--- src/include/rom_defs.svh ---
// Widths, store size and key codes shared by the ROM subsystem.
// The store holds 48K bytes; the sound region starts at download byte 16'h8000.
// Scan codes are PS/2 set 2 make codes without the extended prefix.
`ifndef ROM_DEFS_SVH
`define ROM_DEFS_SVH

//============================================================
// Core ROM bus widths
//============================================================
`define CPU_ROM_AW 15 // CPU byte address
`define SND_ROM_AW 14 // Sound byte address

//============================================================
// Store layout
//============================================================
`define SND_BASE_WORD 16'h4000 // First word of the sound region
`define STORE_WORDS 24576      // 48K bytes as 16-bit words

//============================================================
// Keyboard scan codes
//============================================================
`define KEY_UP 8'h75
`define KEY_DOWN 8'h72
`define KEY_LEFT 8'h6B
`define KEY_RIGHT 8'h74
`define KEY_COIN 8'h76   // Esc
`define KEY_START1 8'h05 // F1
`define KEY_START2 8'h06 // F2
`define KEY_FIRE 8'h29   // Space

`endif

--- src/design/arcade_pkg.sv ---
// Types shared by the ROM subsystem.
// Store words are little endian with the low byte at the even byte address.
`default_nettype none

package arcade_pkg;

	// Byte handed back to the core
	typedef logic [7:0] rom_byte_t;

	// One store word, low byte at the even address
	typedef logic [15:0] rom_word_t;

	// Byte address of the download stream
	typedef logic [15:0] dl_addr_t;

	// Word address into the ROM array
	typedef logic [14:0] store_addr_t;

	// Keyboard scan code
	typedef logic [7:0] scan_code_t;

	// Joystick bits
	// 4 fire, 3 up, 2 down, 1 left, 0 right
	typedef logic [7:0] joy_t;

	// Store read sequencer
	typedef enum logic [1:0] {
		st_idle,     // Waiting for a pending read
		st_read_cpu, // Reading for the CPU bus
		st_read_snd  // Reading for the sound bus
	} store_state_t;

endpackage

`default_nettype wire

--- src/design/key_mapper.sv ---
// Keyboard buttons held from make and break strobes, merged with two joysticks.
// Unknown scan codes are ignored; extended prefixes must be stripped upstream.
`default_nettype none

`include "rom_defs.svh"

module key_mapper import arcade_pkg::*; (
	input  wire logic       clk_sys,
	input  wire logic       rst_n,
	input  wire logic       key_strobe,
	input  wire logic       key_pressed,
	input  wire scan_code_t key_code,
	input  wire joy_t       joystick_0,
	input  wire joy_t       joystick_1,
	output logic            up,
	output logic            down,
	output logic            left,
	output logic            right,
	output logic            fire,
	output logic            coin,
	output logic            start1,
	output logic            start2
);

	logic btn_up;
	logic btn_down;
	logic btn_left;
	logic btn_right;
	logic btn_fire;
	logic btn_coin;
	logic btn_start1;
	logic btn_start2;

	//============================================================
	// Held key levels
	//============================================================
	always_ff @(posedge clk_sys or negedge rst_n) begin
		if (!rst_n) begin
			btn_up     <= 1'b0;
			btn_down   <= 1'b0;
			btn_left   <= 1'b0;
			btn_right  <= 1'b0;
			btn_fire   <= 1'b0;
			btn_coin   <= 1'b0;
			btn_start1 <= 1'b0;
			btn_start2 <= 1'b0;
		end else if (key_strobe) begin
			case (key_code)
				`KEY_UP:     btn_up     <= key_pressed;
				`KEY_DOWN:   btn_down   <= key_pressed;
				`KEY_LEFT:   btn_left   <= key_pressed;
				`KEY_RIGHT:  btn_right  <= key_pressed;
				`KEY_FIRE:   btn_fire   <= key_pressed;
				`KEY_COIN:   btn_coin   <= key_pressed;
				`KEY_START1: btn_start1 <= key_pressed;
				`KEY_START2: btn_start2 <= key_pressed;
				default: ; // Not a game key
			endcase
		end
	end

	// Either joystick drives the shared controls
	assign up     = btn_up    | joystick_0[3] | joystick_1[3];
	assign down   = btn_down  | joystick_0[2] | joystick_1[2];
	assign left   = btn_left  | joystick_0[1] | joystick_1[1];
	assign right  = btn_right | joystick_0[0] | joystick_1[0];
	assign fire   = btn_fire  | joystick_0[4] | joystick_1[4];
	assign coin   = btn_coin;
	assign start1 = btn_start1;
	assign start2 = btn_start2;

endmodule

`default_nettype wire

--- config.mk ---
export PLATFORM = sky130hd
export DESIGN_NAME = key_mapper
export DESIGN_NICKNAME = d
export VERILOG_FILES = /design/src/design/arcade_pkg.sv /design/src/design/key_mapper.sv
export VERILOG_INCLUDE_DIRS = /design/src /design/src/include
export SDC_FILE = /design/constraint.sdc
export NUM_CORES = 1
export LEC_CHECK = 0
export BUFFER_PORTS_ARGS = -buffer_cell sky130_fd_sc_hd__buf_4
export CORE_AREA = 2 2 39 41
export DETAILED_ROUTE_END_ITERATION = 8
export DIE_AREA = 0 0 41 43
export HOLD_SLACK_MARGIN = 0.08
export PLACE_DENSITY_LB_ADDON = 0.15
export SYNTH_ARGS = -nofsm -noshare
export SYNTH_HDL_FRONTEND = slang
export SYNTH_SLANG_ARGS = --single-unit
--- constraint.sdc ---
create_clock -name clk_sys -period 1.1 [get_ports clk_sys]
set_input_delay 0.165 -clock clk_sys [delete_from_list [all_inputs] [get_ports clk_sys]]
set_output_delay 0.165 -clock clk_sys [all_outputs]
set_load 0.01 [all_outputs]
Word-level counts from Yosys, hierarchy flattened
Index checks and enable logic that the tools add are counted.
{"block": "word_totals", "ff_bits": 8, "input_bits": 28, "output_inout_bits": 8, "wordCells": 34}
{"block": "classes", "eq_ne": 8, "n_bitwise": 10, "n_reduce_logical": 8}
{"op": "8-bit by 7-bit equality test with 1-bit output, second input constant", "n": 5}
{"op": "8-bit by 3-bit equality test with 1-bit output, second input constant", "n": 2}
{"op": "2-bit AND reduction", "n": 8}
{"op": "1-bit bitwise OR", "n": 10}
{"op": "8-bit by 6-bit equality test with 1-bit output, second input constant", "n": 1}

Depth between registers and ports, before layout
Gate-level depths: netlist of the first run.
{"block": "logic_depth", "ltp_word": 2, "depth_mapped": 3, "mapped_depth_nobuf": 3}

Worst setup path before layout of the first run
Ideal clock, no wire load.
{"block": "synth_path", "kind": "input-to-reg", "start": "input port key_code[2]", "end": "register btn_fire", "setup_time_ps": 127, "t_arrival_ps": 1402, "required_time_ps": 973, "path_slack_ps": -429, "path_stages": 3, "path_buffers": 0, "path_cell_list": "or4b_1 > or4_1 > mux2_1"}
{"block": "synth_between", "elab_chain_len": 2}
{"element": "start: declaration", "line_no": "key_mapper.sv:12", "source": "input wire scan_code_t key_code,"}
{"element": "8-bit by 6-bit equality test with 1-bit output", "line_no": "key_mapper.sv:48", "source": "case (key_code)"}
{"element": "2-bit AND reduction (no line)"}
{"element": "end signal: assignment", "line_no": "key_mapper.sv:53", "source": "`KEY_FIRE: btn_fire <= key_pressed;"}
{"element": "end: declaration", "line_no": "key_mapper.sv:29", "source": "logic btn_fire;"}
No other way between the ends.
A chain may end at the register's enable or synchronous reset.

Final worst setup path of the first run
Same ends and word-level chain as after synthesis.

==> results of run 1 <==
==> power groups by stage <==
stage | clock network, mW | registers, mW | logic (mW)
2_1_floorplan | 0 | 0.321 | 0.0393
3_3_place_gp | 0 | 0.320 | 0.163
3_5_place_dp | 0 | 0.320 | 0.164
4_1_cts | 0.220 | 0.315 | 0.202
5_1_grt | 0.243 | 0.317 | 0.250
6_report | 0.216 | 0.316 | 0.232
==> worst paths after layout <==
path	to	slack, ns
worst max-delay path	btn_fire$_DFFE_PN0P_	-0.29
worst min-delay path	btn_up$_DFFE_PN0P_	0.21
worst max register to register	btn_right$_DFFE_PN0P_	0.21
worst min register to register	start2$_DFFE_PN0P_	0.50
max in group asynchronous	start2$_DFFE_PN0P_	0.69
min in group asynchronous	btn_fire$_DFFE_PN0P_	0.28
==> state kept, by name, indices dropped and copies added (netlist names) <==
signal     flops
start1         1
start2         1
btn_down       1
btn_fire       1
btn_up         1
btn_right      1
coin           1
btn_left       1
==> area by class of cell <==
| cell class | instances | area [um2] |
|---|---|---|
| Tap cell | 16 | 20.0 |
| Sequential cell | 8 | 200 |
| Timing Repair Buffer | 43 | 370 |
| Fill cell | 110 | 409 |
| Clock buffer | 3 | 22.5 |
| Multi-Input combinational cell | 30 | 362 |
==> through the flow <==
stage	instance area, um2	TNS [ns]	utilization, %
6_report	975	-1.50	70.4
3_3_place_gp	746	-2.94	53.9
5_1_grt	975	-1.85	70.4
2_1_floorplan	448	-0.788	-
4_1_cts	902	-1.71	65.2
3_5_place_dp	746	-3.01	53.9
==> synthesized netlist by cell type <==
master    n
dfrtp_1   8
mux2_1    8
nand2_1   1
nand2b_1  3
nand3_1   1
nand3b_1  1
nand4b_1  1
nor3_1    3
nor3b_1   1
nor4_1    3
or3_1     5
or3b_1    1
or4_1     1
or4b_1    1
==> logic make-up after synthesis <==
group / Yosys count / share of synthesized area (%)
and+or+nand+nor: 22 / 32.9
muxes: 8 / 20.8
DFF: 8 / 46.2
==> layer usage <==
layer	track usage [%]	share of wire (%)	wire length, um	vias up
li1	-	-	-	242
met1	21.0	34	520	256
met2	31.6	57	878	22
met3	7.85	6.9	106	4
met4	2.00	2.3	35	0
met5	0	0	0	-
==> layout by cell type, fill, tap and decap left out, types with 3 or more instances in the layout <==
cell type,synthesis,final
nor3_4,0,3
buf_6,0,12
nor4_4,0,3
mux2_4,0,6
buf_4,0,30
clkbuf_4,0,3
dfrtp_1,8,8
nand2b_1,3,3
or3_4,0,3
==> what timing repair did <==
action | in CTS | in global routing
hold buffers | 1 | 0
buffers inserted | 5 | 2
pin swaps | 9 | 4
setup endpoints to repair | 13 | 13
gates resized for setup | 20 | 15
hold endpoints to repair | 8 | 0
==> results by group, run 1 <==
Power and ir drop
  – Sequential Power Share: 41.3%
  – Clock network power share: 28.3%
  – Logic pwr share: 30.4%
  – Sw frac: 24.7%
  – Leak pwr: 0.481 nW
  – Power Density: 785 nW/um2
  – Switching Power: 189 uW
  – Overall power: 765 uW
  – P_int: 576 uW
  – Worst vdd ir: 0.832 mV

Place
  – GPL Wtd Cong: 0.678
  – Post-Place Setup Slack: -0.583 ns
  – Port Buffers: 29
  – Cells after DPL: 91
  – DP Wirelength: 917 um

Timing
  – Hold slack final: 0.209 ns
  – Final worst setup slack: -0.292 ns
  – Period utilization: 127%
  – Max-slew violations: 0
  – Worst-Margin Slew: 0.270 ns
  – Crit path time final: 1.39 ns
  – Final Hold Viols: 0
  – Max Freq: 719 MHz
  – Relative slew margins: 82.0%
  – RSZ-0062 raised after global routing: true
  – Clk_skew: 0 ns
  – Final setup fails: 12

Hold path
  – Min-delay src: key_pressed
  – Hold path cells: 2
  – Worst Hold Class: in2reg

Floorplanning
  – Core area: 1380 um2
  – # IOs: 36
  – FP Rows: 14
  – Chip Height: 43 um
  – Initial Util: 31.3%
  – Die ar.: 1760 um2
  – Die Wd: 41 um

Clock network
  – Clock Latency Late Sink: 0.25 ns
  – Root Buffer: clkbuf_4
  – Cts bufs inserted: 3
  – H-tree depth: 1
  – Deepest clock path buffer count: 2
  – Clock Sinks: 8
  – CTS tree: built
  – Clk pin slew, worst setup/hold paths: 0.05 ns

Worst setup path
  – Origin of the worst setup path: key_code[2]
  – Critical Path RT: 1.23 ns
  – Critical Path Stages: 4
  – Max incr delay on CP: 0.53 ns
  – Kind of end point of the critical path: register
  – Crit Path Max Fanout: 2
  – Buf/Inv on CP: 1
  – Reg-to-reg startpoint: btn_right$_DFFE_PN0P_
  – R2R depth: 2
  – CP top delay family: simple AND/OR/NAND/NOR gates
  – Setup CP Type: in2reg
  – CP cell instances: buf_6 -> or4b_4 -> or4_4 -> mux2_4
  – Startpoint types: input port
  – CP arrival: 1.52 ns
  – Slowest-stage cell, CP: or4b_4

Cells and area
  – Ant diodes: 0
  – Final net count: 114
  – Share of layout cells above drive strength 1: 75.0%
  – Area Overhead vs Synth: 125%
  – Final cell count without fillers: 100

Route
  – Routed wire length: 1540 um
  – TritonRoute pass-1 iters: 4
  – DR iter-0 viols: 6
  – Average routed wire per standard cell: 15.4 um
  – Via density: 5.24
  – Detail Route Antenna Nets: 0
  – Drc violations: 0
  – Vias after detailed routing: 524

GRT
  – Vias in the first global route: 486
  – First-pass GRT wire length: 2150 um
  – Initial antenna violation count: 0
  – Largest net degree at the start of global routing: 9
  – Total GRT Usage: 18.5%
  – Total gr overflow: 0

Yosys
  – Cells after Synth: 38
  – Post-Syn Area: 433 um2
  – Top cells by area, synth: dfrtp_1 46%, mux2_1 21%, or3_1 7.2%
  – #FFs+latches synth: 8
  – Syn avg cell area: 11.4 um2
  – Yosys warns: 0
  – Synth area leader: dfrtp_1
  – Yosys cell types: 14
  – Post-synthesis sequential area ratio: 46.2%
  – Syn nets: 66
  – Yosys top cell area share: 46.2%

Job
  – Max_cap viols: 0

Run status
  – Failing checks: negative setup slack
  – Status: finished, violations left
Note: power is estimated with default switching activity, not from simulation.
==> run 2: changes to the inputs <==
Settings changed: BUFFER_PORTS_ARGS -buffer_cell sky130_fd_sc_hd__buf_4 to not set, DONT_BUFFER_PORTS set to 1.
==> results by group, run 2 (synthesis results as in run 1) <==
Cells and area
  – Ant diodes: 0
  – Area Overhead vs Synth: 34.4%
  – Final net count: 77
  – Leading cell types in the layout, fill and taps excluded: 8 x dfrtp_1, 7 x mux2_1, 5 x or3_4, 4 x buf_4
  – Commonest non-fill, non-tap cell in the layout: dfrtp_1
  – Final cell count without fillers: 63
  – Share of layout cells above drive strength 1: 36.2%

Floorplanning
  – # IOs: 36
  – Die Wd: 41 um
  – Chip Height: 43 um
  – FP Rows: 14
  – Die ar.: 1760 um2
  – Initial Util: 31.3%
  – Core area: 1380 um2

Power and ir drop
  – Sequential Power Share: 51.5%
  – Power Density: 1060 nW/um2
  – Leak pwr: 0.243 nW
  – Sw frac: 22.4%
  – P_int: 480 uW
  – Logic pwr share: 12.9%
  – Clock network power share: 35.5%
  – Worst vdd ir: 0.495 mV
  – Switching Power: 139 uW
  – Overall power: 619 uW

Worst setup path
  – Startpoint types: input port
  – Kind of end point of the critical path: register
  – CP arrival: 1.42 ns
  – Critical Path RT: 1.24 ns
  – Reg-to-reg startpoint: btn_fire$_DFFE_PN0P_
  – Crit Path Max Fanout: 3
  – Worst setup endpoint: btn_fire$_DFFE_PN0P_
  – Setup CP Type: in2reg
  – R2R depth: 2
  – Origin of the worst setup path: key_code[2]
  – Reg-to-reg endpoint: btn_fire$_DFFE_PN0P_
  – Flop2flop setup slack: 0.24 ns

GRT
  – First-pass GRT wire length: 1390 um
  – Total gr overflow: 0
  – Initial antenna violation count: 0
  – Largest net degree at the start of global routing: 9
  – Total GRT Usage: 12.1%
  – Vias in the first global route: 353

Route
  – Via density: 5.41
  – Detail Route Antenna Nets: 0
  – Vias after detailed routing: 341
  – Routed wire length: 925 um
  – Average routed wire per standard cell: 14.7 um
  – TritonRoute pass-1 iters: 4
  – Drc violations: 0
  – DR iter-0 viols: 4

Place
  – DP Wirelength: 765 um
  – Cells after DPL: 57
  – Port Buffers: 0
  – GPL Wtd Cong: 0.702

Clock network
  – Clock Sinks: 8
  – Root Buffer: clkbuf_4
  – Cts bufs inserted: 3
  – CTS tree: built
  – Deepest clock path buffer count: 2
  – H-tree depth: 1
  – Clock Latency Late Sink: 0.25 ns
  – Clk pin slew, worst setup/hold paths: 0.05 ns

Timing
  – Hold slack final: 0.165 ns
  – Final setup fails: 7
  – Relative slew margins: 74.6%
  – Max-slew violations: 0
  – RSZ-0062 raised after global routing: true
  – Max Freq: 779 MHz
  – Period utilization: 117%
  – Worst-Margin Slew: 0.380 ns
  – Final worst setup slack: -0.183 ns
  – Clk_skew: 0 ns
  – Final Hold Viols: 0
  – Setup TNS: -0.348 ns
  – Crit path time final: 1.28 ns

Run status
  – Status: finished, violations left
  – Failing checks: negative setup slack

Hold path
  – Worst Hold Class: in2reg

Job
  – Max_cap viols: 0
-- run 2: per-layer routing --
layer	wire length (um)	up-vias	global-route usage (%)
met5	0	-	0
met4	0	0	2.00
met3	112	0	9.95
met2	509	19	20.0
met1	303	157	11.2
li1	-	165	-
-- run 2: per-stage QoR --
stage,util (%),instance area (um2),worst slack (ns)
2_1_floorplan,-,448,-0.429
3_3_place_gp,35.4,490,-0.447
3_5_place_dp,35.4,490,-0.464
4_1_cts,41.5,574,-0.181
5_1_grt,42.0,582,-0.171
6_report,42.0,582,-0.183
-- run 2: worst min-delay path by stage --
stage,from,to,cells after the start,slack [ns]
floorplan,rst_n,btn_down$_DFFE_PN0P_,0,-0.13
global route,key_code[6],btn_fire$_DFFE_PN0P_,2,0.17
finish,key_code[0],btn_right$_DFFE_PN0P_,2,0.16
detailed placement,rst_n,btn_fire$_DFFE_PN0P_,0,-0.13
global placement,rst_n,btn_fire$_DFFE_PN0P_,0,-0.13
CTS,key_code[6],btn_fire$_DFFE_PN0P_,2,0.15
-- run 2: what timing repair did --
action,4_1_cts,5_1_grt
buffers inserted,1,0
endpoints found under the hold margin,16,0
pin swaps,6,0
hold buffers,2,0
setup endpoints to repair,7,7
resized for setup,7,2
-- run 2: critical path: stages --
cell	delay (ns)
or4b_4	0.53
or4_4	0.43
mux2_4	0.30
-- run 2: layout make-up --
class	count	area [um2]
Timing Repair Buffer	6	50.0
Clock buffer	3	22.5
Tap cell	16	20.0
Sequential cell	8	200
Multi-Input combinational cell	30	289
Fill cell	136	802
-- run 2: power by group through the flow --
stage / Sequential, mW / Combinational (mW) / Clock, mW
2_1_floorplan: 0.321 / 0.0393 / 0
3_3_place_gp: 0.323 / 0.0502 / 0
3_5_place_dp: 0.324 / 0.0506 / 0
4_1_cts: 0.319 / 0.0793 / 0.232
5_1_grt: 0.320 / 0.0884 / 0.249
6_report: 0.319 / 0.0801 / 0.220
==> run 3: changes to the inputs <==
Clock period 1.1 ns to 1.65 ns, I/O delays scaled along.
==> results by group, run 3 (synthesis results as in run 1) <==
Timing
  – Period utilization: 85.4%
  – Worst-Margin Slew: 0.352 ns
  – Max Freq: 710 MHz
  – Max-slew violations: 0
  – Final setup fails: 0
  – RSZ-0062 raised after global routing: false
  – Setup TNS: 0 ns
  – Relative slew margins: 76.4%
  – Final Hold Viols: 0
  – Crit path time final: 1.41 ns
  – Clk_skew: 0 ns
  – Hold slack final: 0.125 ns

Worst setup path
  – Setup CP Type: in2reg
  – CP cell instances: or4b_1 -> or4_1 -> mux2_1
  – Slowest-stage cell, CP: or4b_1
  – Reg-to-reg startpoint: start1$_DFFE_PN0P_
  – CP arrival: 1.54 ns
  – Critical Path RT: 1.78 ns
  – Crit Path Max Fanout: 3
  – Flop2flop setup slack: 0.81 ns
  – Kind of end point of the critical path: register
  – Startpoint types: input port
  – Origin of the worst setup path: key_code[2]
  – Max incr delay on CP: 0.53 ns

GRT
  – First-pass GRT wire length: 1420 um
  – Vias in the first global route: 339
  – Largest net degree at the start of global routing: 9
  – Initial antenna violation count: 0
  – Total gr overflow: 0
  – Total GRT Usage: 12.5%

Floorplanning
  – Initial Util: 31.3%
  – Die ar.: 1760 um2
  – Core area: 1380 um2
  – FP Rows: 14
  – Die Wd: 41 um
  – Chip Height: 43 um
  – # IOs: 36

Cells and area
  – Final net count: 72
  – Leading cell types in the layout, fill and taps excluded: 8 x mux2_1, 8 x dfrtp_1, 5 x or3_1
  – Area Overhead vs Synth: 12.1%
  – Filler cells: 152
  – Final core occ: 35.1%
  – Ant diodes: 0
  – Share of layout cells above drive strength 1: 7.14%

Clock network
  – Clk pin slew, worst setup/hold paths: 0.06 ns
  – Clock Latency Late Sink: 0.25 ns
  – Root Buffer: clkbuf_4
  – CTS tree: built
  – Cts repair resizes: 0
  – Deepest clock path buffer count: 2
  – Clock Sinks: 8
  – H-tree depth: 1
  – Cts bufs inserted: 3

Power and ir drop
  – Power Density: 815 nW/um2
  – Worst vdd ir: 0.440 mV
  – Leak pwr: 0.208 nW
  – Overall power: 396 uW

Route
  – Detail Route Antenna Nets: 0
  – Drc violations: 0
  – Routed wire length: 884 um
  – DR iter-0 viols: 2
  – Average routed wire per standard cell: 15.2 um
  – Via density: 5.86
  – Vias after detailed routing: 340
  – TritonRoute pass-1 iters: 3

Place
  – DP Wirelength: 753 um
  – GPL Wtd Cong: 0.696
  – Port Buffers: 0

Hold path
  – Worst Hold Class: in2reg
  – Min-delay src: key_pressed

Job
  – Max_cap viols: 0

Run status
  – Status: finished clean
==> run 3: power by group <==
| part | internal (mW) | switching (mW) |
|---|---|---|
| Sequential | 0.206 | 0.00641 |
| Clock | 0.0833 | 0.0676 |
| Combinational | 0.0156 | 0.0172 |
| Total | 0.305 | 0.0913 |
==> run 3: final cells by class <==
type,instances,area [um2],share of cell area (%)
clock buffer,3,22.5,4.64
multi-input combinational,30,233,47.9
sequential,8,200,41.2
tap,16,20.0,4.12
timing repair buffer,1,10.0,2.06
==> run 3: through the flow <==
step,worst slack [ns],cells,instance area [um2]
final,0.241,58,485
after global routing,0.233,58,485
after CTS,0.238,58,485
after detailed placement,-0.0363,54,453
after global placement,-0.00390,54,453
after floorplan,0.0386,38,433
==> run 3: worst paths after layout <==
| path | depth (start not counted) | endpoint |
|---|---|---|
| max | 3 | btn_fire$_DFFE_PN0P_ |
| min | 1 | coin$_DFFE_PN0P_ |
| max reg2reg | 1 | start1$_DFFE_PN0P_ |
| min reg2reg | 1 | btn_up$_DFFE_PN0P_ |
| max in group asynchronous | 1 | start1$_DFFE_PN0P_ |
| min in group asynchronous | 1 | btn_fire$_DFFE_PN0P_ |
==> run 3: repair_timing <==
item	in CTS	in global routing
hold buffers	1	0
endpoints found under the setup margin	0	0
setup buffers	0	0
hold endpoints to repair	8	0
==> run 3: worst max-delay path: cells and delay by family <==
family	cells	cell delay (ns)
mux	1	0.33
simple gates	2	0.97
==> run 3: routing by layer <==
layer  wire (um)  track usage [%]  vias up  part of all wire, %
li1            -                -      158                    -
met2         481             17.8       14                   54
met1         332             14.3      168                   38
met3          70             5.76        0                  7.9
met5           0                0        -                    0
met4           0             8.00        0                    0
