<file path="config.mk">
export PLATFORM = sky130hd
export DESIGN_NAME = rom_port
export DESIGN_NICKNAME = d
export VERILOG_FILES = /design/src/design/arcade_pkg.sv /design/src/design/rom_port.sv
export VERILOG_INCLUDE_DIRS = /design/src /design/src/include
export SDC_FILE = /design/constraint.sdc
export NUM_CORES = 1
export LEC_CHECK = 0
export ABC_AREA = 0
export BUFFER_PORTS_ARGS = -buffer_cell sky130_fd_sc_hd__buf_4
export CAP_MARGIN = 20
export CELL_PAD_IN_SITES_DETAIL_PLACEMENT = 1
export CELL_PAD_IN_SITES_GLOBAL_PLACEMENT = 2
export CORE_MARGIN = 3
export CORE_UTILIZATION = 36
export DETAILED_ROUTE_END_ITERATION = 12
export PLACE_DENSITY_LB_ADDON = 0.25
export RECOVER_POWER = 25
export SYNTH_ARGS = -nofsm -noshare
export SYNTH_HDL_FRONTEND = slang
export SYNTH_SLANG_ARGS = --single-unit
</file>
<file path="constraint.sdc">
create_clock -name clk_sys -period 3.9 [get_ports clk_sys]
set_clock_uncertainty 0.15 [all_clocks]
set_input_delay 0.78 -clock clk_sys [delete_from_list [all_inputs] [get_ports clk_sys]]
set_output_delay 0.78 -clock clk_sys [all_outputs]
set_load 0.01 [all_outputs]
</file>
<file path="src/include/rom_defs.svh">
// Widths, store size and key codes shared by the ROM subsystem.
// The store holds 48K bytes; the sound region starts at download byte 16'h8000.
// Scan codes are PS/2 set 2 make codes without the extended prefix.
`ifndef ROM_DEFS_SVH
`define ROM_DEFS_SVH

//============================================================
// Core ROM bus widths
//============================================================
`define CPU_ROM_AW 15 // CPU byte address
`define SND_ROM_AW 14 // Sound byte address

//============================================================
// Store layout
//============================================================
`define SND_BASE_WORD 16'h4000 // First word of the sound region
`define STORE_WORDS 24576      // 48K bytes as 16-bit words

//============================================================
// Keyboard scan codes
//============================================================
`define KEY_UP 8'h75
`define KEY_DOWN 8'h72
`define KEY_LEFT 8'h6B
`define KEY_RIGHT 8'h74
`define KEY_COIN 8'h76   // Esc
`define KEY_START1 8'h05 // F1
`define KEY_START2 8'h06 // F2
`define KEY_FIRE 8'h29   // Space

`endif

</file>
<file path="src/design/arcade_pkg.sv">
// Types shared by the ROM subsystem.
// Store words are little endian with the low byte at the even byte address.
`default_nettype none

package arcade_pkg;

	// Byte handed back to the core
	typedef logic [7:0] rom_byte_t;

	// One store word, low byte at the even address
	typedef logic [15:0] rom_word_t;

	// Byte address of the download stream
	typedef logic [15:0] dl_addr_t;

	// Word address into the ROM array
	typedef logic [14:0] store_addr_t;

	// Keyboard scan code
	typedef logic [7:0] scan_code_t;

	// Joystick bits
	// 4 fire, 3 up, 2 down, 1 left, 0 right
	typedef logic [7:0] joy_t;

	// Store read sequencer
	typedef enum logic [1:0] {
		st_idle,     // Waiting for a pending read
		st_read_cpu, // Reading for the CPU bus
		st_read_snd  // Reading for the sound bus
	} store_state_t;

endpackage

`default_nettype wire

</file>
<file path="src/design/rom_port.sv">
// One core ROM bus in front of the shared store.
// A fetch starts only when the word address changes; one fetch in flight at a time.
// The core may move its address while waiting; the new word is fetched after done.
`default_nettype none

`include "rom_defs.svh"

module rom_port import arcade_pkg::*; #(
	parameter int ADDR_W = `CPU_ROM_AW,
	parameter int unsigned BASE_WORD = 0
) (
	input  wire logic              clk_sys,
	input  wire logic              rst_n,
	input  wire logic              download,
	input  wire logic              rd,
	input  wire logic [ADDR_W-1:0] addr,
	input  wire logic              done,
	input  wire rom_word_t         q,
	output logic                   req,
	output store_addr_t            word_addr,
	output rom_byte_t              data,
	output logic                   wait_rom
);

	// One bit wider than the word address, so all ones never matches a real word
	logic [ADDR_W-1:0] last_word;
	logic [ADDR_W-2:0] core_word;
	logic              new_word;
	rom_word_t         held;

	assign core_word = addr[ADDR_W-1:1];
	assign new_word  = rd && (last_word != {1'b0, core_word});

	//============================================================
	// Request and wait control
	//============================================================
	always_ff @(posedge clk_sys or negedge rst_n) begin
		if (!rst_n) begin
			last_word <= '1;
			req       <= 1'b0;
			wait_rom  <= 1'b0;
		end else begin
			req <= 1'b0; // Single-cycle pulse
			if (download) begin
				last_word <= '1; // Force a fetch after the download
			end else if (!wait_rom && new_word) begin
				last_word <= {1'b0, core_word};
				req       <= 1'b1;
				wait_rom  <= 1'b1;
			end
			if (done)
				wait_rom <= 1'b0;
		end
	end

	// Store address of the requested word
	always_ff @(posedge clk_sys) begin
		if (!download && !wait_rom && new_word)
			word_addr <= store_addr_t'(BASE_WORD) + store_addr_t'(core_word);
	end

	// Returned word, kept until the next fetch
	always_ff @(posedge clk_sys) begin
		if (done)
			held <= q;
	end

	// Byte lane follows address bit 0 directly
	assign data = addr[0] ? held[15:8] : held[7:0];

endmodule

`default_nettype wire

</file>
# Word-level counts from Yosys, hierarchy flattened
# Cells that the tools add are included.
# totals
reg_bits	47
in_bits	36
out_inout_bits	25
elab_cells	24
# classes
n_eq_ne	2
muxes	8
reduce_logical	9
# op_table
cell	n
2-to-1 mux 15 bit	2
!= test 15 x 14 -> 1 bit	1
2-to-1 mux 8 bit	1
2-to-1 mux 1 bit	5
logical AND 1 bit	4
nonzero test 2 bit	2
zero test 1 bit	2
!= test 2 x 1 -> 1 bit, second input constant	1
AND reduction 2 bit	1

# Depth between registers and ports, before layout
# Gate-level depths: netlist of run 1.
# depth
word_depth	6
mapped_depth	6
depth_no_buf	5

# Worst setup path before layout of run 1
# OpenSTA, ideal clock, no wires.
# synth_timing
kind	input to register
from	input addr[8]
to	register word_addr[0] (enable)
setup_ns	0.403
arrival_time_ns	2.282
path_slack_ns	1.065
cell_stages	5
path_cell_list	xor2_1 -> nor4_1 -> nand4_1 -> o21ai_0 -> nor3_1
# synth_between
elab_chain_cells	3
# synth_rtl
element	line	text
start: declaration	rom_port.sv:16	input wire logic [ADDR_W-1:0] addr,
!= test 15 x 14 -> 1 bit	rom_port.sv:32	assign new_word = rd && (last_word != {1'b0, core_word});
logical AND 1 bit	rom_port.sv:32	
logical AND 1 bit	rom_port.sv:58	if (!download && !wait_rom && new_word)
end signal: assignment	rom_port.sv:59	word_addr <= store_addr_t'(BASE_WORD) + store_addr_t'(core_word);
end: declaration	rom_port.sv:20	output store_addr_t word_addr,
# No other way between the ends.
# A chain may end at the register's enable or synchronous reset.

# Worst setup path in the final report of run 1
# layout_timing
from	input addr[8]
to	register word_addr[12] (enable)
# The elaborated chain is that of the path after synthesis.

==> metrics.csv, run 1 <==
stage,metric,value,unit
power_and_ir_drop,netSwitchingFraction,0.232,
power_and_ir_drop,p_leak,1.04,nW
floorplan,fp.dieW,79.4,microns
critical_path,crit_path_frequent_cell,sky130_fd_sc_hd__buf_4,
cts,clk_pin_slew,0.08,ns
sta,timing.final.crit_share,0.630,
power_and_ir_drop,power-per-cell-area,397,nW/um^2
layout,final_nets,228,
power_and_ir_drop,power.total,1.00,mW
yosys,synthXorXnorAreaFrac,0.0633,
layout,final_cell_mix,"sky130_fd_sc_hd__buf_4 (47), sky130_fd_sc_hd__edfxtp_1 (30), sky130_fd_sc_hd__nor2_1 (28), sky130_fd_sc_hd__dfstp_2 (15), sky130_fd_sc_hd__mux2i_1 (14)",
power_and_ir_drop,power.combinational.fraction,0.133,
global_route,grt_pass1_vias,1302,
yosys,synth-warning-count,0,
placement,place.port_buffers,59,
cts,clkSinkCount,47,
power_and_ir_drop,p_int,0.769,mW
yosys,netlist_instances,131,
cts,cts_root_buf,sky130_fd_sc_hd__clkbuf_8,
power_and_ir_drop,power.switching,0.232,mW
yosys,fraction_of_synthesized_area_in_multiplexers,0.119,
route,drt-initial-drc-count,39,
critical_path,r2r-start,last_word[7],
sta,setup_viol_count_final,0,
route,detail_route.drc_violations,0,
layout,layout.cell_area.non_filler,2520,sq um
power_and_ir_drop,clock_network_power_share,0.280,
layout,mostFrequentLayoutCell,sky130_fd_sc_hd__buf_4,
global_route,grt_overflow_total,0,
floorplan,design.die.area,6300,sq um
global_route,grt_first_pass_wirelength,6540,microns
yosys,syn-mean-instance-area,14.8,sq um
yosys,main_combinational_cell_family_by_area_after_synthesis,multiplexers,
critical_path,end_kind,flop,
cts,cts_made_buffers,5,
layout,n_fill_cell,541,
placement,placed_cell_area,2440,sq um
sta,worst_max_slew_pin_slew,0.951,ns
cts,h-tree-depth,2,
cts,clock_latency_reported_for_the_late_side_of_the_worst_skew_pair,0.29,ns
critical_path,critical-path-top-delay-family,simple AND/OR/NAND/NOR gates,
cts,post_cts.resized_instances,0,
floorplan,fp-row-count,26,
sta,maxClockFrequency,407,MHz
sta,post-route-min-period,2.46,ns
yosys,synth-simple-area-share,0.0807,
critical_path,timing.rr.end,word_addr[12],
critical_path,slowest_stage,sky130_fd_sc_hd__o21ai_0,
job,maxCapViolations,0,
floorplan,dieHeight,79.4,microns
route,drt_pre_antenna_iters,4,
yosys,synthAdderAreaFrac,0,
yosys,post_synth_net_total,167,
sta,rsz0062_at_grt,no,
yosys,count_of_distinct_cell_types_in_the_synthesized_netlist,22,
power_and_ir_drop,seq_power_share,0.587,
sta,final-hold-violation-count,0,
critical_path,critical_path_buf_inv_count,2,
cts,hold_buffers,0,
hold_path,worstHoldPathType,reg -> reg,
critical_path,crit_path_max_incr_delay,0.39,ns
critical_path,worstRegToRegCells,6,
cts,post-cts-setup-buffer-count,0,
yosys,synth_sequential_area_ratio,0.694,
layout,area_of_the_multi_input_gates,556,sq um
sta,max-slew-margin-rel,0.366,
critical_path,ff2ff_setup_slack,1.52,ns
critical_path,worst_setup_path_start_kind,input pin,
floorplan,start_util,0.375,
sta,slew_viol_final,0,
sta,totalNegativeSetupSlack,0,ns
placement,hpwl,2970,microns
critical_path,criticalPathCategory,in -> reg,
hold_path,holdCritStartpoint,last_word[9],
cts,cts_tree,built,
route,via_density_per_instance,4.54,
route,drt-total-wl,3990,microns
global_route,grt_start_max_net_pins,33,
yosys,synth.cell_area,1940,sq um
power_and_ir_drop,max-vdd-ir-drop,155,uV
route,antenna_violating_nets_post_route,0,
critical_path,timing.critical_path.cells,buf_4 > xor2_1 > nor4_1 > nand4_1 > o21ai_0 > nor3_2 > buf_4,
floorplan,floorplan.io_pins,61,
sta,final.hold.worst_slack,0.382,ns
yosys,postSynthRegisterBits,47,
placement,routability_congestion_estimate_from_global_placement,0.699,
global_route,grt.total_usage,0.138,
route,post_drt_wl_per_cell,15.2,microns
layout,area_growth_syn_to_layout,30.0,%
hold_path,min_delay_path_depth,2,
global_route,antenna_violations_before_repair,0,
critical_path,critical_path_arrival,2.36,ns
yosys,synth-compound-area-share,0.0194,
critical_path,required,3.80,ns
layout,area.sequential,1350,sq um
floorplan,core_area,5170,sq um
hold_path,hold-path-endpoint,last_word[9],
cts,clock_path_buffers,2,
layout,insertedDiodeCount,0,
route,dr_total_vias,1194,
outcome,status,completed,
critical_path,crit_fanout,8,
layout,layout-drive-gt1-share,0.477,
-- synthesized netlist by cell type --
master	instances	area share
sky130_fd_sc_hd__nand2_1	1	0.0019
sky130_fd_sc_hd__dfstp_2	15	0.20
sky130_fd_sc_hd__nor3_1	2	0.0052
sky130_fd_sc_hd__mux2i_1	14	0.072
sky130_fd_sc_hd__edfxtp_1	30	0.46
sky130_fd_sc_hd__nor2b_1	1	0.0032
sky130_fd_sc_hd__clkbuf_1	4	0.0077
sky130_fd_sc_hd__conb_1	1	0.0019
sky130_fd_sc_hd__a21o_2	1	0.0045
sky130_fd_sc_hd__o21ai_0	1	0.0026
sky130_fd_sc_hd__o21ai_4	1	0.0084
sky130_fd_sc_hd__xnor2_1	3	0.014
sky130_fd_sc_hd__buf_12	1	0.010
sky130_fd_sc_hd__nor2_1	28	0.054
sky130_fd_sc_hd__xor2_1	11	0.050
sky130_fd_sc_hd__nand4_1	1	0.0032
sky130_fd_sc_hd__nor4_1	3	0.0097
sky130_fd_sc_hd__mux2_2	8	0.046
sky130_fd_sc_hd__nand2b_1	1	0.0032
sky130_fd_sc_hd__o31ai_1	1	0.0039
sky130_fd_sc_hd__dfrtp_1	2	0.026
sky130_fd_sc_hd__buf_4	1	0.0039
-- worst max path at each step --
| stage | start | slack (ns) | cells after the start | end |
|---|---|---|---|---|
| 2_1_floorplan | addr[8] | 1.06 | 5 | word_addr[0] |
| 3_3_place_gp | addr[8] | 1.16 | 7 | word_addr[12] |
| 3_5_place_dp | addr[12] | 1.11 | 7 | word_addr[1] |
| 4_1_cts | addr[8] | 1.42 | 7 | word_addr[12] |
| 5_1_grt | addr[1] | 1.23 | 7 | word_addr[12] |
| 6_report | addr[8] | 1.44 | 7 | word_addr[12] |
-- flip-flops by register name, indices dropped and copies added, names as in the netlist --
| name | count |
|---|---|
| word_addr | 14 |
| held | 16 |
| last_word | 15 |
| wait_rom | 1 |
| req | 1 |
-- power groups by stage --
stage,clock (mW),combinational (mW),sequential (mW)
floorplan,0,0.0622,0.599
global placement,0,0.133,0.596
detailed placement,0,0.137,0.599
CTS,0.294,0.137,0.589
global route,0.321,0.147,0.592
finish,0.280,0.133,0.588
-- worst register-to-register path, cell delays in order, from the launching register on --
cell and delay, ns:
sky130_fd_sc_hd__dfstp_2 0.54, sky130_fd_sc_hd__xor2_1 0.14, sky130_fd_sc_hd__nor4_1 0.08, sky130_fd_sc_hd__nand4_1 0.15, sky130_fd_sc_hd__o21ai_0 0.19, sky130_fd_sc_hd__nor3_2 0.56, sky130_fd_sc_hd__buf_4 0.29
-- cell families after synthesis --
group                     count (synthesis)
xor gates and xnor gates                 14
and+or+nand+nor                          37
muxes                                    22
AOI/OAI and AO/OA                         4
buffers and inverters                     6
other                                     1
DFF                                      47
-- layer usage --
layer | global-route usage | vias up | wire length (microns) | part of all wire
met4 | 0.0361 | 0 | 29 | 0.0073
met2 | 0.237 | 41 | 2040 | 0.51
li1 | - | 576 | - | -
met1 | 0.165 | 575 | 1670 | 0.42
met5 | 0 | - | 0 | 0
met3 | 0.0485 | 2 | 247 | 0.062
-- per-stage QoR --
stage / setup WS [ns] / util / cells
after floorplan: 1.06 / - / 131
after global placement: 1.16 / 0.471 / 255
after detailed placement: 1.11 / 0.471 / 255
after CTS: 1.42 / 0.488 / 263
after global routing: 1.23 / 0.487 / 263
final: 1.44 / 0.487 / 263
-- final cells by class --
class | count | area share
clock inverter | 2 | 0.00497
clock buffer | 6 | 0.0288
multi-input combinational | 78 | 0.220
sequential | 47 | 0.534
tap | 70 | 0.0348
timing repair buffer | 60 | 0.177
Note: power is estimated with default switching activity, not from simulation.
==> run 2: changes to the inputs <==
--- a/config.mk
+++ b/config.mk
@@ -6,13 +6,13 @@
 export SDC_FILE = /design/constraint.sdc
 export NUM_CORES = 1
 export LEC_CHECK = 0
-export ABC_AREA = 0
+export ABC_AREA = 1
 export BUFFER_PORTS_ARGS = -buffer_cell sky130_fd_sc_hd__buf_4
 export CAP_MARGIN = 20
 export CELL_PAD_IN_SITES_DETAIL_PLACEMENT = 1
 export CELL_PAD_IN_SITES_GLOBAL_PLACEMENT = 2
 export CORE_MARGIN = 3
-export CORE_UTILIZATION = 36
+export CORE_UTILIZATION = 31
 export DETAILED_ROUTE_END_ITERATION = 12
 export PLACE_DENSITY_LB_ADDON = 0.25
 export RECOVER_POWER = 25
==> constraint.sdc (replaced) <==
create_clock -name clk_sys -period 2.4 [get_ports clk_sys]
set_clock_uncertainty 0.15 [all_clocks]
set_input_delay 0.48 -clock clk_sys [delete_from_list [all_inputs] [get_ports clk_sys]]
set_output_delay 0.48 -clock clk_sys [all_outputs]
set_load 0.01 [all_outputs]
==> run 2 against run 1 <==
Against the previous run:
- via count increased by 29%
- wire length rose by 21%
- core utilization down 7.0 points
- synthesized cell count increased by 60%
- clock power up 110%
- combinational power is 93% higher
- sequential share of layout area fell by 3.2 points
- sequential power grew 66%
- global-route usage is 0.50 points lower
- first-iteration DRC count down 15%
- final cell count is 33% higher
- largest power group unchanged
==> metrics.csv, run 2 <==
stage,metric,value,unit
outcome,status,completed,
sta,rsz0062_at_grt,no,
hold_path,worstHoldPathType,in -> reg,
global_route,grt_start_max_net_pins,29,
layout,area_growth_syn_to_layout,28.3,%
power_and_ir_drop,power.switching,0.445,mW
yosys,synth_most_common_cell,sky130_fd_sc_hd__nand2_1,
critical_path,crit_path_end,word_addr[3],
placement,place.port_buffers,59,
sta,slew_viol_final,0,
floorplan,fp.dieW,88.1,microns
sta,setup_viol_count_final,0,
critical_path,worstRegToRegCells,10,
cts,clk_pin_slew,0.09,ns
global_route,grt_busiest_layer,met2,
yosys,synth_enable_flop_cells,30,
sta,timing.final.crit_share,0.776,
yosys,synth.cells.most_frequent,"sky130_fd_sc_hd__nand2_1 (83), sky130_fd_sc_hd__edfxtp_1 (30), sky130_fd_sc_hd__inv_1 (30)",
route,drt-total-wl,4840,microns
cts,post_cts.resized_instances,0,
route,drt-initial-drc-count,33,
cts,clkSinkCount,47,
power_and_ir_drop,netSwitchingFraction,0.245,
layout,registers_with_the_highest_flip_flop_counts,"held (16), last_word (15), word_addr (14)",
yosys,count_of_distinct_cell_types_in_the_synthesized_netlist,21,
cts,cts_tree,built,
yosys,synth.cell_area,2090,sq um
yosys,syn-mean-instance-area,9.94,sq um
critical_path,worst_setup_path_start_kind,flop,
placement,hpwl,3530,microns
cts,clock_path_buffers,2,
layout,max_ffs_per_register,16,
critical_path,criticalPathCategory,reg -> reg,
power_and_ir_drop,p_int,1.37,mW
layout,n_fill_cell,753,
yosys,synth-async-reset-ratio,0.362,
yosys,netlist_instances,210,
cts,h-tree-depth,2,
yosys,synth_top_flop_cell,sky130_fd_sc_hd__edfxtp_1,
global_route,grt_pass1_vias,1551,
floorplan,floorplan.io_pins,61,
sta,post-route-min-period,1.86,ns
global_route,globalRouteMet3Util,0.0292,
route,drt_pre_antenna_iters,4,
route,antenna_violating_nets_post_route,0,
job,maxCapViolations,0,
cts,cts_root_buf,sky130_fd_sc_hd__clkbuf_8,
critical_path,timing.rr.end,word_addr[3],
global_route,grt_first_pass_wirelength,7740,microns
global_route,grt.total_usage,0.133,
critical_path,ff2ff_setup_slack,0.54,ns
global_route,met1_usage,0.177,
yosys,synth_top_cell_area_share,0.431,
cts,post-cts-setup-buffer-count,0,
sta,maxClockFrequency,537,MHz
layout,final_cell_mix,"sky130_fd_sc_hd__nand2_1 (83), sky130_fd_sc_hd__buf_4 (33), sky130_fd_sc_hd__inv_1 (30), sky130_fd_sc_hd__edfxtp_1 (30), sky130_fd_sc_hd__clkbuf_4 (17)",
critical_path,crit_fanout,10,
floorplan,fp-row-count,29,
yosys,synth_sequential_area_ratio,0.644,
floorplan,start_util,0.325,
cts,cts_made_buffers,5,
placement,routability_congestion_estimate_from_global_placement,0.681,
layout,finalCoreUtilization,0.417,
route,detail_route.drc_violations,0,
critical_path,end_kind,flop,
global_route,grt_overflow_total,0,
cts,clock_latency_reported_for_the_late_side_of_the_worst_skew_pair,0.30,ns
layout,mostFrequentLayoutCell,sky130_fd_sc_hd__nand2_1,
power_and_ir_drop,power.combinational.fraction,0.141,
global_route,antenna_violations_before_repair,0,
power_and_ir_drop,p_leak,1.31,nW
yosys,postSynthRegisterBits,47,
critical_path,critical_path_arrival,1.77,ns
sta,final-hold-violation-count,0,
floorplan,core_area,6420,sq um
sta,totalNegativeSetupSlack,0,ns
critical_path,r2r-start,last_word[8],
critical_path,critical_path.startpoint,last_word[8],
yosys,post_synth_net_total,246,
layout,largest-register,held,
power_and_ir_drop,seq_power_share,0.537,
power_and_ir_drop,clock_network_power_share,0.322,
yosys,synth-warning-count,0,
global_route,global_route.usage.met2,0.216,
power_and_ir_drop,max-vdd-ir-drop,246,uV
floorplan,dieHeight,88.1,microns
route,post_drt_wl_per_cell,13.8,microns
layout,final_nets,309,
critical_path,required,2.31,ns
layout,layout-drive-gt1-share,0.318,
layout,insertedDiodeCount,0,
yosys,synth_top_cell_by_area,sky130_fd_sc_hd__edfxtp_1,
yosys,synth_area_leaders,"sky130_fd_sc_hd__edfxtp_1 (43%), sky130_fd_sc_hd__dfstp_2 (19%), sky130_fd_sc_hd__nand2_1 (15%)",
power_and_ir_drop,power.total,1.82,mW
route,dr_total_vias,1539,
floorplan,design.die.area,7760,sq um
power_and_ir_drop,power-per-cell-area,679,nW/um^2
route,via_density_per_instance,4.38,
[run 2: kinds of logic (layout without fill, tap and decap cells)]
| kind of cell | Yosys count | in the layout | synth area share |
|---|---|---|---|
| AND/OR/NAND/NOR | 114 | 114 | 0.226 |
| flip-flops | 47 | 47 | 0.644 |
| buffers and inverters | 38 | 102 | 0.0779 |
| multiplexers | 8 | 8 | 0.0431 |
| other | 1 | 1 | 0.00180 |
| AO/OA/AOI/OAI | 1 | 1 | 0.00239 |
| XOR/XNOR | 1 | 1 | 0.00419 |
[run 2: how the worst min path moves through the flow]
stage               startpoint       end  slack [ns]  cells past startpoint
global placement         rst_n  wait_rom        0.22                      1
finish                   q[15]  held[15]        0.22                      1
detailed placement       rst_n  wait_rom        0.22                      1
global route              q[8]   held[8]        0.20                      1
CTS                      q[15]  held[15]        0.19                      1
floorplan                rst_n       req        0.03                      0
[run 2: layer usage]
metal  share of wire  routed length (microns)  vias to the layer above
li1                -                        -                      775
met1            0.47                     2290                      719
met2            0.46                     2230                       40
met3           0.052                      252                        5
met4           0.014                       68                        0
met5               0                        0                        -
[run 2: cell type report]
class | count | area (sq um) | share of cell area
multi-input combinational | 125 | 581 | 0.217
inverter | 31 | 116 | 0.0434
clock buffer | 5 | 68.8 | 0.0257
sequential | 47 | 1350 | 0.502
tap | 77 | 96.3 | 0.0359
clock inverter | 3 | 42.5 | 0.0159
timing repair buffer | 63 | 430 | 0.161
[run 2: timing repair]
action,in CTS,in global routing
hold buffers,1,0
setup endpoints to repair,0,0
hold endpoints to repair,2,0
[run 2: worst max-delay path, stage by stage (launching register included)]
cell	delay [ns]
sky130_fd_sc_hd__dfstp_2	0.55
sky130_fd_sc_hd__inv_1	0.04
sky130_fd_sc_hd__nand2_1	0.05
sky130_fd_sc_hd__nand2_1	0.06
sky130_fd_sc_hd__nor2_1	0.09
sky130_fd_sc_hd__nand2_1	0.07
sky130_fd_sc_hd__nor2_1	0.15
sky130_fd_sc_hd__nand2_2	0.10
sky130_fd_sc_hd__nand3_1	0.11
sky130_fd_sc_hd__inv_1	0.07
sky130_fd_sc_hd__buf_4	0.19
[run 2: power groups by stage]
stage / sequential [mW] / clock (mW) / combinational, mW
finish: 0.978 / 0.586 / 0.257
global route: 0.986 / 0.644 / 0.294
CTS: 0.979 / 0.608 / 0.273
detailed placement: 0.994 / 0 / 0.271
global placement: 0.992 / 0 / 0.266
floorplan: 0.993 / 0 / 0.136
[run 2: stage by stage]
stage               instances  hold slack (ns)  setup WS [ns]  instance area, sq um
floorplan                 210           0.0344          0.629                  2090
global placement          342            0.219          0.470                  2600
detailed placement        342            0.216          0.443                  2600
CTS                       351            0.186          0.494                  2730
global route              351            0.202          0.323                  2680
finish                    351            0.218          0.537                  2680
